**src/arena_pkg.sv**
```systemverilog
/*
 * Shared types and fixed game rules for the light-cycle core.
 * Every stage and the top level take these by wildcard import.
 */
`default_nettype none

package arena_pkg;

	// cell coordinates and scores
	typedef logic [3:0] coord_t;
	typedef logic [7:0] cell_t;
	typedef logic [1:0] score_t;

	// headings in clockwise order, so a right turn is +1
	typedef enum logic [1:0] {DIR_NORTH, DIR_EAST, DIR_SOUTH, DIR_WEST} dir_t;

	typedef enum logic [1:0] {TURN_NONE, TURN_LEFT, TURN_RIGHT} turn_t;

	typedef enum logic [1:0] {MATCH_IDLE, MATCH_PLAYING, MATCH_WON} match_state_t;

	// arena is square, cells outside the inner 14x14 are walls
	localparam int GRID_DIM = 16;

	localparam score_t WIN_POINTS = 2'd3;

	// start cells, row in the upper nibble
	localparam cell_t BLUE_START = 8'h82;
	localparam cell_t RED_START = 8'h8D;

	localparam dir_t BLUE_START_DIR = DIR_EAST;
	localparam dir_t RED_START_DIR = DIR_WEST;

endpackage

`default_nettype wire

```
**src/head_if.sv**
```systemverilog
/*
 * New head cells of both cycles, sent once per game step
 * from the motion stage to the collision stage.
 */
`timescale 1ns/1ns
`default_nettype none

interface head_if
	import arena_pkg::*;
();

	// heads are valid while this one-cycle strobe is high
	logic step;
	cell_t blue_head;
	cell_t red_head;

	modport mover (
		output step,
		output blue_head,
		output red_head
	);

	modport reader (
		input step,
		input blue_head,
		input red_head
	);

endinterface

`default_nettype wire

```
**src/cycle_motion.sv**
```systemverilog
/*
 * First stage. On each game step while playing, applies the turn
 * commands and moves both heads one cell, then strobes the heads out.
 * A round reset puts both cycles back on their start cells.
 */
`timescale 1ns/1ns
`default_nettype none

module cycle_motion
	import arena_pkg::*;
(
	input logic Clk,
	input logic rst,
	input logic step,
	input turn_t blue_turn,
	input turn_t red_turn,
	input logic playing,
	input logic round_reset,
	head_if.mover heads
);

	dir_t blue_dir;
	dir_t red_dir;
	dir_t blue_dir_next;
	dir_t red_dir_next;

	function automatic dir_t rotate(input dir_t d, input turn_t t);
		dir_t r;
		case (t)
			TURN_LEFT: r = dir_t'(d - 2'd1);
			TURN_RIGHT: r = dir_t'(d + 2'd1);
			default: r = d;
		endcase
		return r;
	endfunction

	// wraps at the edges, the collision stage catches the wall first
	function automatic cell_t advance(input cell_t c, input dir_t d);
		coord_t row;
		coord_t col;
		row = c[7:4];
		col = c[3:0];
		case (d)
			DIR_NORTH: row = row - 4'd1;
			DIR_SOUTH: row = row + 4'd1;
			DIR_EAST: col = col + 4'd1;
			default: col = col - 4'd1;
		endcase
		return {row, col};
	endfunction

	assign blue_dir_next = rotate(blue_dir, blue_turn);
	assign red_dir_next = rotate(red_dir, red_turn);

	always_ff @(posedge Clk)
	begin
		if (rst || round_reset)
		begin
			blue_dir <= BLUE_START_DIR;
			red_dir <= RED_START_DIR;
			heads.blue_head <= BLUE_START;
			heads.red_head <= RED_START;
			heads.step <= 1'b0;
		end
		else
		begin
			heads.step <= 1'b0;
			// steps outside a match are dropped
			if (step && playing)
			begin
				blue_dir <= blue_dir_next;
				red_dir <= red_dir_next;
				heads.blue_head <= advance(heads.blue_head, blue_dir_next);
				heads.red_head <= advance(heads.red_head, red_dir_next);
				heads.step <= 1'b1;
			end
		end
	end

endmodule

`default_nettype wire

```
**src/trail_collision.sv**
```systemverilog
/*
 * Second stage. Keeps one occupancy bit per arena cell and, for each
 * strobe of new heads, decides which cycles crashed. The outcome
 * strobe follows every step by one cycle.
 */
`timescale 1ns/1ns
`default_nettype none

module trail_collision
	import arena_pkg::*;
(
	input logic Clk,
	input logic rst,
	head_if.reader heads,
	input logic round_reset,
	output logic outcome,
	output logic blue_crash,
	output logic red_crash
);

	localparam int CELLS = GRID_DIM * GRID_DIM;

	// bit index is the cell value in row-major order
	logic [CELLS-1:0] occupied;

	logic blue_hit;
	logic red_hit;
	logic heads_meet;

	function automatic logic on_border(input cell_t c);
		coord_t row;
		coord_t col;
		coord_t edge_max;
		row = c[7:4];
		col = c[3:0];
		edge_max = coord_t'(GRID_DIM - 1);
		return (row == 4'd0) || (row == edge_max) || (col == 4'd0) || (col == edge_max);
	endfunction

	assign heads_meet = (heads.blue_head == heads.red_head);

	// wall, any trail including its own, or the other head
	assign blue_hit = on_border(heads.blue_head) || occupied[heads.blue_head] || heads_meet;
	assign red_hit = on_border(heads.red_head) || occupied[heads.red_head] || heads_meet;

	// occupancy and strobe
	always_ff @(posedge Clk)
	begin
		if (rst)
		begin
			occupied <= '0;
			outcome <= 1'b0;
		end
		else if (round_reset)
		begin
			// a new round starts with only the start cells taken
			occupied <= '0;
			occupied[BLUE_START] <= 1'b1;
			occupied[RED_START] <= 1'b1;
			outcome <= 1'b0;
		end
		else
		begin
			outcome <= heads.step;
			if (heads.step)
			begin
				occupied[heads.blue_head] <= 1'b1;
				occupied[heads.red_head] <= 1'b1;
			end
		end
	end

	// crash flags only matter while outcome is high
	always_ff @(posedge Clk)
	begin
		if (heads.step)
		begin
			blue_crash <= blue_hit;
			red_crash <= red_hit;
		end
	end

endmodule

`default_nettype wire

```
**src/match_score.sv**
```systemverilog
/*
 * Third stage. Credits a point when exactly one cycle crashes, ends the
 * match at three points and holds the winner flag until the next start.
 * Issues the round reset that puts the other stages back to the start.
 */
`timescale 1ns/1ns
`default_nettype none

module match_score
	import arena_pkg::*;
(
	input logic Clk,
	input logic rst,
	input logic start,
	input logic outcome,
	input logic blue_crash,
	input logic red_crash,
	output score_t score_blue,
	output score_t score_red,
	output logic round_over,
	output logic round_reset,
	output logic playing,
	output logic blue_wins,
	output logic red_wins
);

	match_state_t state;

	logic any_crash;
	score_t blue_next;
	score_t red_next;

	assign any_crash = blue_crash || red_crash;
	assign blue_next = score_blue + 2'd1;
	assign red_next = score_red + 2'd1;

	assign playing = (state == MATCH_PLAYING);

	always_ff @(posedge Clk)
	begin
		if (rst)
		begin
			state <= MATCH_IDLE;
			score_blue <= '0;
			score_red <= '0;
			round_over <= 1'b0;
			round_reset <= 1'b0;
			blue_wins <= 1'b0;
			red_wins <= 1'b0;
		end
		else
		begin
			round_over <= 1'b0;
			round_reset <= 1'b0;
			case (state)
				MATCH_PLAYING:
				begin
					if (outcome && any_crash)
					begin
						round_over <= 1'b1;
						if (red_crash && !blue_crash)
						begin
							score_blue <= blue_next;
							if (blue_next == WIN_POINTS)
							begin
								state <= MATCH_WON;
								blue_wins <= 1'b1;
							end
							else
								round_reset <= 1'b1;
						end
						else if (blue_crash && !red_crash)
						begin
							score_red <= red_next;
							if (red_next == WIN_POINTS)
							begin
								state <= MATCH_WON;
								red_wins <= 1'b1;
							end
							else
								round_reset <= 1'b1;
						end
						else
							// both crashed, a draw
							round_reset <= 1'b1;
					end
				end
				default:
				begin
					// idle or won, wait for a new match
					if (start)
					begin
						state <= MATCH_PLAYING;
						score_blue <= '0;
						score_red <= '0;
						blue_wins <= 1'b0;
						red_wins <= 1'b0;
						round_reset <= 1'b1;
					end
				end
			endcase
		end
	end

endmodule

`default_nettype wire

```
**src/light_cycle_top.sv**
```systemverilog
/*
 * Game core of the two-player light-cycle game. Steps, start and turn
 * commands come in as clean strobes and levels; heads, scores and the
 * match result go out. Steps must be at least four cycles apart.
 */
`timescale 1ns/1ns
`default_nettype none

module light_cycle_top
	import arena_pkg::*;
(
	input logic Clk,
	input logic rst,
	input logic step,
	input logic start,
	input turn_t blue_turn,
	input turn_t red_turn,
	output cell_t blue_head,
	output cell_t red_head,
	output score_t score_blue,
	output score_t score_red,
	output logic round_over,
	output logic blue_wins,
	output logic red_wins,
	output logic playing
);

	head_if heads ();

	logic outcome;
	logic blue_crash;
	logic red_crash;
	logic round_reset;

	assign blue_head = heads.blue_head;
	assign red_head = heads.red_head;

	cycle_motion u_motion (
		.Clk(Clk),
		.rst(rst),
		.step(step),
		.blue_turn(blue_turn),
		.red_turn(red_turn),
		.playing(playing),
		.round_reset(round_reset),
		.heads(heads.mover)
	);

	trail_collision u_collision (
		.Clk(Clk),
		.rst(rst),
		.heads(heads.reader),
		.round_reset(round_reset),
		.outcome(outcome),
		.blue_crash(blue_crash),
		.red_crash(red_crash)
	);

	match_score u_score (
		.Clk(Clk),
		.rst(rst),
		.start(start),
		.outcome(outcome),
		.blue_crash(blue_crash),
		.red_crash(red_crash),
		.score_blue(score_blue),
		.score_red(score_red),
		.round_over(round_over),
		.round_reset(round_reset),
		.playing(playing),
		.blue_wins(blue_wins),
		.red_wins(red_wins)
	);

endmodule

`default_nettype wire

```
**config.mk**
```make
export PLATFORM = sky130hd
export DESIGN_NAME = light_cycle_top
export DESIGN_NICKNAME = d
export VERILOG_FILES = /design/src/arena_pkg.sv /design/src/head_if.sv /design/src/cycle_motion.sv /design/src/trail_collision.sv /design/src/match_score.sv /design/src/light_cycle_top.sv
export SDC_FILE = /design/constraint.sdc
export NUM_CORES = 1
export LEC_CHECK = 0
export BUFFER_PORTS_ARGS = -buffer_cell sky130_fd_sc_hd__buf_4
export CORE_ASPECT_RATIO = 0.5
export CORE_UTILIZATION = 30
export CTS_CLUSTER_DIAMETER = 60
export DETAILED_ROUTE_END_ITERATION = 6
export RECOVER_POWER = 50
export SLEW_MARGIN = 0
export SYNTH_ARGS = -nofsm -noshare
export SYNTH_HDL_FRONTEND = slang
export SYNTH_SLANG_ARGS = --single-unit
```
**constraint.sdc**
```tcl
create_clock -name Clk -period 3.2 [get_ports Clk]
set_clock_uncertainty 0.05 [all_clocks]
set_input_delay 0.48 -clock Clk [delete_from_list [all_inputs] [get_ports Clk]]
set_output_delay 0.48 -clock Clk [all_outputs]
set_load 0.02 [all_outputs]
```
# Word level (Yosys, flattened, before mapping)
# Cells that the tools add are included.
[op_classes]
addsub = 14
magnitude_cmp = 4
eq_ne = 25
muxes = 50
bitwise = 5
reduce_logical = 43
[ops]
columns = ["cell", "count"]
rows = [
  ["OR 256 bit", 2],
  ["two-way mux 142 bit", 2],
  ["case mux 4 bit (2 select lines)", 4],
  ["two-way mux 2 bit", 15],
  ["two-way mux 1 bit", 23],
  ["less-than comparator 8 x 9 -> 1 bit, second input constant", 2],
  ["adder 4 x 1 -> 4 bit, second input constant", 4],
  ["binary-select mux 1 bit (select 8 bit)", 2],
  ["demux 1 bit (select 8 bit)", 2],
  ["== test 4 bit, second input constant", 4],
  ["greater-or-equal comparator 8 x 1 -> 1 bit, second input constant", 2],
  ["logical NOT 4 bit", 4],
  ["subtractor 4 x 1 -> 4 bit, second input constant", 4],
  ["== test 2 bit, second input constant", 6],
  ["logical OR 1 bit", 12],
  ["== test 2 x 1 -> 1 bit, second input constant", 5],
  ["!= test 2 x 1 -> 1 bit, second input constant", 5],
  ["AND reduction 5 bit", 2],
  ["adder 2 x 1 -> 2 bit, second input constant", 4],
  ["== test 8 bit", 1],
  ["case mux 2 bit (2 select lines)", 2],
  ["AND reduction 2 bit", 4],
  ["AND reduction 4 bit", 2],
  ["nonzero test 2 bit", 4],
  ["other kinds (10)", 24],
]
[totals]
register_bits = 290
inputBits = 8
output_inout_bits = 24
wordCells = 160

# Depth between registers and ports, before layout
[logic_depth]
depth_word = 8
mapped_depth = 13

# Hierarchy
# Synthesis repeated with hierarchy kept, for this count alone.
[unflattened]
hier_cells = 1726
hier_area_um2 = 15240.9
[by_module_without_submodules]
columns = ["module", "instances", "cells_each", "area_each_um2", "seq_area_each_um2"]
rows = [
  ["trail_collision", 1, 1546, 13491.7, 4884.7],
  ["cycle_motion", 1, 129, 1270.0, 420.4],
  ["match_score", 1, 51, 479.2, 200.2],
]

# Worst setup path before layout
# Ideal clock, no wire load.
[synth_timing]
path_type = "input to register"
startpoint = "input red_turn[0]"
endpoint = "register u_motion.heads.red_head[7]"
setup_time_ns = 0.129
arrival_ns = 2.607
t_required_ns = 3.021
path_slack_ns = 0.414
cell_stages = 12
n_path_buf = 0
cell_sequence = "inv_1 ha_1 nor2_1 xor2_1 nand2_1 ha_1 a21o_1 a21oi_1 xnor3_1 nor3_1 xnor2_1 nand2_1"
[synth_between]
elab_chain_cells = 5
[synth_rtl]
columns = ["element", "line", "rtl"]
rows = [
  ["start, declared", "light_cycle_top.sv:17", "input turn_t red_turn,"],
  ["== test 2 bit or == test 2 x 1 -> 1 bit (tied branches)", "cycle_motion.sv:29", "case (t)"],
  ["case mux 2 bit (2 select lines) *", "cycle_motion.sv:29", ""],
  ["== test 2 bit or logical NOT 2 bit (tied branches)", "cycle_motion.sv:43", "case (d)"],
  ["nonzero test 2 bit (no source line)", "-", ""],
  ["AND reduction 2 bit (no source line)", "-", ""],
  ["end signal, assigned", "cycle_motion.sv:74", "heads.red_head <= advance(heads.red_head, red_dir_next);"],
  ["end, declared", "head_if.sv:20", "output red_head"],
]
# Every way passes the cells marked *; elsewhere a longest branch is shown, timed or not.
# A chain may end at the register's enable or synchronous reset.

# Worst setup path after layout
[layout_timing]
startpoint = "register u_motion.heads.blue_head[2]"
endpoint = "register u_collision.occupied[90]"
[layout_between]
elab_chain_cells = 6
[layout_rtl]
columns = ["element", "line", "rtl"]
rows = [
  ["start, declared", "head_if.sv:19", "output blue_head,"],
  ["start signal, assigned", "cycle_motion.sv:73", "heads.blue_head <= advance(heads.blue_head, blue_dir_next);"],
  ["less-than comparator 8 x 9 -> 1 bit (not written as such) or greater-or-equal comparator 8 x 1 -> 1 bit (tied branches)", "trail_collision.sv:67", "occupied[heads.blue_head] <= 1'b1;"],
  ["logical AND 1 bit (not written as such)", "trail_collision.sv:67", ""],
  ["two-way mux 1 bit (not written as such)", "trail_collision.sv:67", ""],
  ["demux 1 bit (select 8 bit) *", "-", ""],
  ["OR 256 bit (no source line) * (2 in a row)", "-", ""],
  ["end signal, assigned by index", "trail_collision.sv:59", "occupied[RED_START] <= 1'b1;"],
  ["end signal, assigned by index", "trail_collision.sv:67", ""],
  ["end signal, assigned by index", "trail_collision.sv:68", "occupied[heads.red_head] <= 1'b1;"],
  ["end, declared", "trail_collision.sv:24", "logic [CELLS-1:0] occupied;"],
]
# Marks and branches as above.

==> flow_metrics.py <==
metrics = {
    "min_path": {
        "depth_of_the_worst_hold_timing_path": 2,
        "worst_hold_path.endpoint": "u_score.score_blue[1]$_SDFFE_PP0P_",
        "hp-class": "in -> reg",
        "hold_path.startpoint": "rst",
    },
    "logic_synthesis": {
        "synth.yosys.seq_area_share_pct": 36.45,
        "synth_ff_type": "sky130_fd_sc_hd__dfxtp_1",
        "asyncSetResetFlopFracSynth_pct": 0,
        "post_synth_instance_area_um2": 15980,
        "synthXorXnorAreaFrac_pct": 2.208,
        "synth.net_count": 1797,
        "post_synth_fa_ha_maj_area_fraction_pct": 1.441,
        "post_synthesis_compound_gate_area_fraction_pct": 21.10,
        "synth_area_per_cell_um2": 9.013,
        "synth_warnings": 0,
        "muxShareOfSynthArea_pct": 20.57,
        "synth_simple_gate_area_share_pct": 12.86,
        "yosysUniqueCellTypes": 57,
        "syn_inst": 1773,
        "synth_top_family_by_area": "compound AO/OA/AOI/OAI gates",
        "number_of_storage_elements_in_the_synthesis_netlist": 290,
        "synth_edf_count": 2,
    },
    "pwr": {
        "irDropWorstVdd_mv": 0.2417,
        "pwr_density_cell_nw_per_um2": 466.7,
        "total_power_uw": 8606,
        "power.static_leakage_uw": 0.006017,
    },
    "timing": {
        "tightest_slew_ns": 1.572,
        "hold_fails_final_rpt": 0,
        "rsz_0062_raised_after_global_routing": "false",
        "maxSlewHeadroom_pct": -4.805,
        "min_period_over_period_pct": 94.19,
        "setup_total_negative_slack_ns": 0,
        "max_freq_mhz": 331.8,
        "setup_viol": 0,
        "slew_viol_final": 35,
        "final.min_clock_period_ns": 3.014,
    },
    "route": {
        "post_drt_wl_per_cell_um": 24.42,
        "route.detailed.drc": 9,
        "detail-route-antenna-nets": 0,
        "drt-initial-drc-count": 2121,
        "via_count": 15360,
        "drt_pass1_iterations": 7,
        "routed_wl_um": 61310,
        "routed_via_density": 6.119,
    },
    "critical_path": {
        "end_kind": "register",
        "r2r-start": "u_motion.heads.blue_head[2]$_SDFFE_PP0P_",
        "worstRegToRegCells": 7,
        "worst_ep_required_time_ns": 3.55,
        "worst_r2r_endpoint": "u_collision.occupied[90]$_SDFFE_PP0P_",
        "timing.critical_path.arrival_ns": 3.37,
        "crit_path_max_fanout": 16,
        "worst_setup_path_start_kind": "register",
        "critPathKind": "reg -> reg",
        "regToRegSetupSlack_ns": 0.19,
    },
    "global_route": {
        "grt.total_usage_pct": 21.91,
        "antenna_found_initial": 0,
        "met1_usage_pct": 29.55,
        "vias_in_the_first_global_route": 14280,
        "global_route_wire_length_before_repair_um": 90830,
        "globalRouteMet3Util_pct": 6.546,
        "gr-usage-met2_pct": 32.68,
        "grt_overflow": 0,
        "largest_net_degree_at_the_start_of_global_routing": 109,
        "gr_peak_layer": "met2",
    },
    "clocking": {
        "clkLatencyLatePin_ns": 0.53,
        "ctsHtreeMaxLevel": 2,
        "cts_num_sinks": 290,
        "clock_tree.root_cell": "sky130_fd_sc_hd__clkbuf_16",
        "cts_inserted_buffers": 35,
        "clkTransAtPathRegs_ns": 0.06,
        "clock_path_buffers": 3,
        "hold_buffers": 0,
        "post-cts-setup-buffer-count": 0,
        "cts-resized-gates": 0,
        "cts_tree": "built",
    },
    "cells_and_area": {
        "num-fill-cells": 5349,
        "area.sequential_um2": 5843,
        "footprint_of_the_multi_input_gates_um2": 9300,
        "drive_gt1_share_pct": 17.97,
        "finish.cell_count_without_fillers": 2511,
        "finalCoreUtilization_pct": 35.28,
        "num-nets-final": 1807,
        "area_growth_pct": 15.39,
    },
    "outcome": {
        "outcome": "finished, violations left",
        "violations": "design-rule violations, max-capacitance violations, max-slew violations",
    },
    "placed_design": {
        "hpwl_after_detailed_placement_um": 39270,
        "routability_cong": 0.9665,
        "placedCellCount": 2447,
        "place.port_buffers": 31,
    },
    "die": {
        "floorplan.io_pins": 32,
        "chipHeight_um": 165.2,
        "die_area_um2": 54250,
        "placementRows": 59,
        "chipWidth_um": 328.4,
        "floorplan.core_area_um2": 52270,
        "start_util_pct": 30.58,
    },
    "run": {
        "max-cap-violations": 1,
    },
}
## area by class of cell
cell class                 count  share of cell area [%]
timing repair buffer         159                   6.507
antenna                        1                 0.01357
inverter                      12                  0.2443
multi-input combinational   1285                   50.44
sequential                   290                   31.69
clock buffer                  52                   5.761
tap                          701                   4.757
clock inverter                11                  0.5903
## sequential cells by signal, indices dropped and copies added (netlist names), 2 cells and up
signal,count
u_collision.occupied,256
u_motion.blue_dir,2
u_motion.red_dir,2
u_motion.heads.red_head,8
u_motion.heads.blue_head,8
u_score.score_red,2
u_score.score_blue,2
u_score.state,2
## layer usage
layer	up-vias	share of wire (%)
met5	-	0
met3	194	13
li1	6664	-
met1	7452	40
met4	0	4.1
met2	1054	43
## stage by stage
stage / setup WS (ns) / hold WS [ns] / cell area, um2
2_1_floorplan: 0.4144 / 0.3815 / 15980
3_3_place_gp: 0.3018 / 0.3952 / 17400
3_5_place_dp: 0.2749 / 0.4049 / 17400
4_1_cts: 0.3774 / 0.1699 / 18570
5_1_grt: 0.1245 / 0.1884 / 18440
6_report: 0.1858 / 0.1732 / 18440
## worst max-delay path, stage by stage, from the launching register on
cell	delay, ns
sky130_fd_sc_hd__dfxtp_2	0.77
sky130_fd_sc_hd__buf_4	0.38
sky130_fd_sc_hd__and2b_1	0.26
sky130_fd_sc_hd__nand2_1	0.10
sky130_fd_sc_hd__clkbuf_1	0.79
sky130_fd_sc_hd__o22ai_1	0.23
sky130_fd_sc_hd__a21oi_1	0.23
sky130_fd_sc_hd__nor2_1	0.06
## synthesized netlist by cell type, types with 6 or more instances
cell,n,area (um2)
sky130_fd_sc_hd__nor3_1,14,70.07
sky130_fd_sc_hd__nand2_1,71,266.5
sky130_fd_sc_hd__nor2b_1,21,131.4
sky130_fd_sc_hd__o21ai_0,6,30.03
sky130_fd_sc_hd__mux4_2,129,2905
sky130_fd_sc_hd__buf_2,30,150.1
sky130_fd_sc_hd__a21oi_1,271,1356
sky130_fd_sc_hd__nand3_1,37,185.2
sky130_fd_sc_hd__o22ai_1,260,1627
sky130_fd_sc_hd__a22oi_1,6,45.04
sky130_fd_sc_hd__xor2_1,9,78.83
sky130_fd_sc_hd__mux2i_1,37,370.4
sky130_fd_sc_hd__xnor2_1,21,183.9
sky130_fd_sc_hd__nor2_1,305,1145
sky130_fd_sc_hd__a211oi_1,9,67.56
sky130_fd_sc_hd__nand4_1,13,81.33
sky130_fd_sc_hd__dfxtp_1,288,5766
sky130_fd_sc_hd__inv_1,9,33.78
sky130_fd_sc_hd__buf_4,12,90.09
sky130_fd_sc_hd__clkbuf_1,137,514.2
sky130_fd_sc_hd__ha_1,12,150.1
## cell usage in the layout (no fill, tap or decap), drive strengths merged, types with 6 or more instances in the layout
cell and count:
ha 12, xor2 9, clkbuf 85, dfxtp 288, nand4 13, a22oi 6
inv 13, nor2 305, xnor2 21, a211oi 9, nand2 71, nor2b 21
o21ai 7, nand3 37, mux4 129, clkinv 7, a21oi 271, buf 126
mux2i 37, o22ai 260, nor3 14
## worst max path at each step
stage | from | to | slack (ns)
2_1_floorplan | red_turn[0] | u_motion.heads.red_head[7]$_SDFFE_PP1P_ | 0.41
3_3_place_gp | red_turn[0] | u_motion.heads.red_head[7]$_SDFFE_PP1P_ | 0.30
3_5_place_dp | blue_turn[0] | u_motion.heads.blue_head[7]$_SDFFE_PP1P_ | 0.27
4_1_cts | u_motion.heads.blue_head[0]$_SDFFE_PP0P_ | u_collision.blue_crash$_DFFE_PP_ | 0.38
5_1_grt | u_motion.heads.blue_head[0]$_SDFFE_PP0P_ | u_collision.occupied[90]$_SDFFE_PP0P_ | 0.12
6_report | u_motion.heads.blue_head[2]$_SDFFE_PP0P_ | u_collision.occupied[90]$_SDFFE_PP0P_ | 0.19
## power by group
part | switching (uW) | internal [uW]
Combinational | 531 | 272
Sequential | 68.8 | 3630
Clock | 1640 | 2460
## cells by family after synthesis
group,Yosys count
AO/OA/AOI/OAI,582
buffers and inverters,198
AND/OR/NAND/NOR,486
flip-flops,290
XOR/XNOR,34
adder cells (fa/ha/maj),16
multiplexers,167
Note: power is estimated with default switching activity, not from simulation.
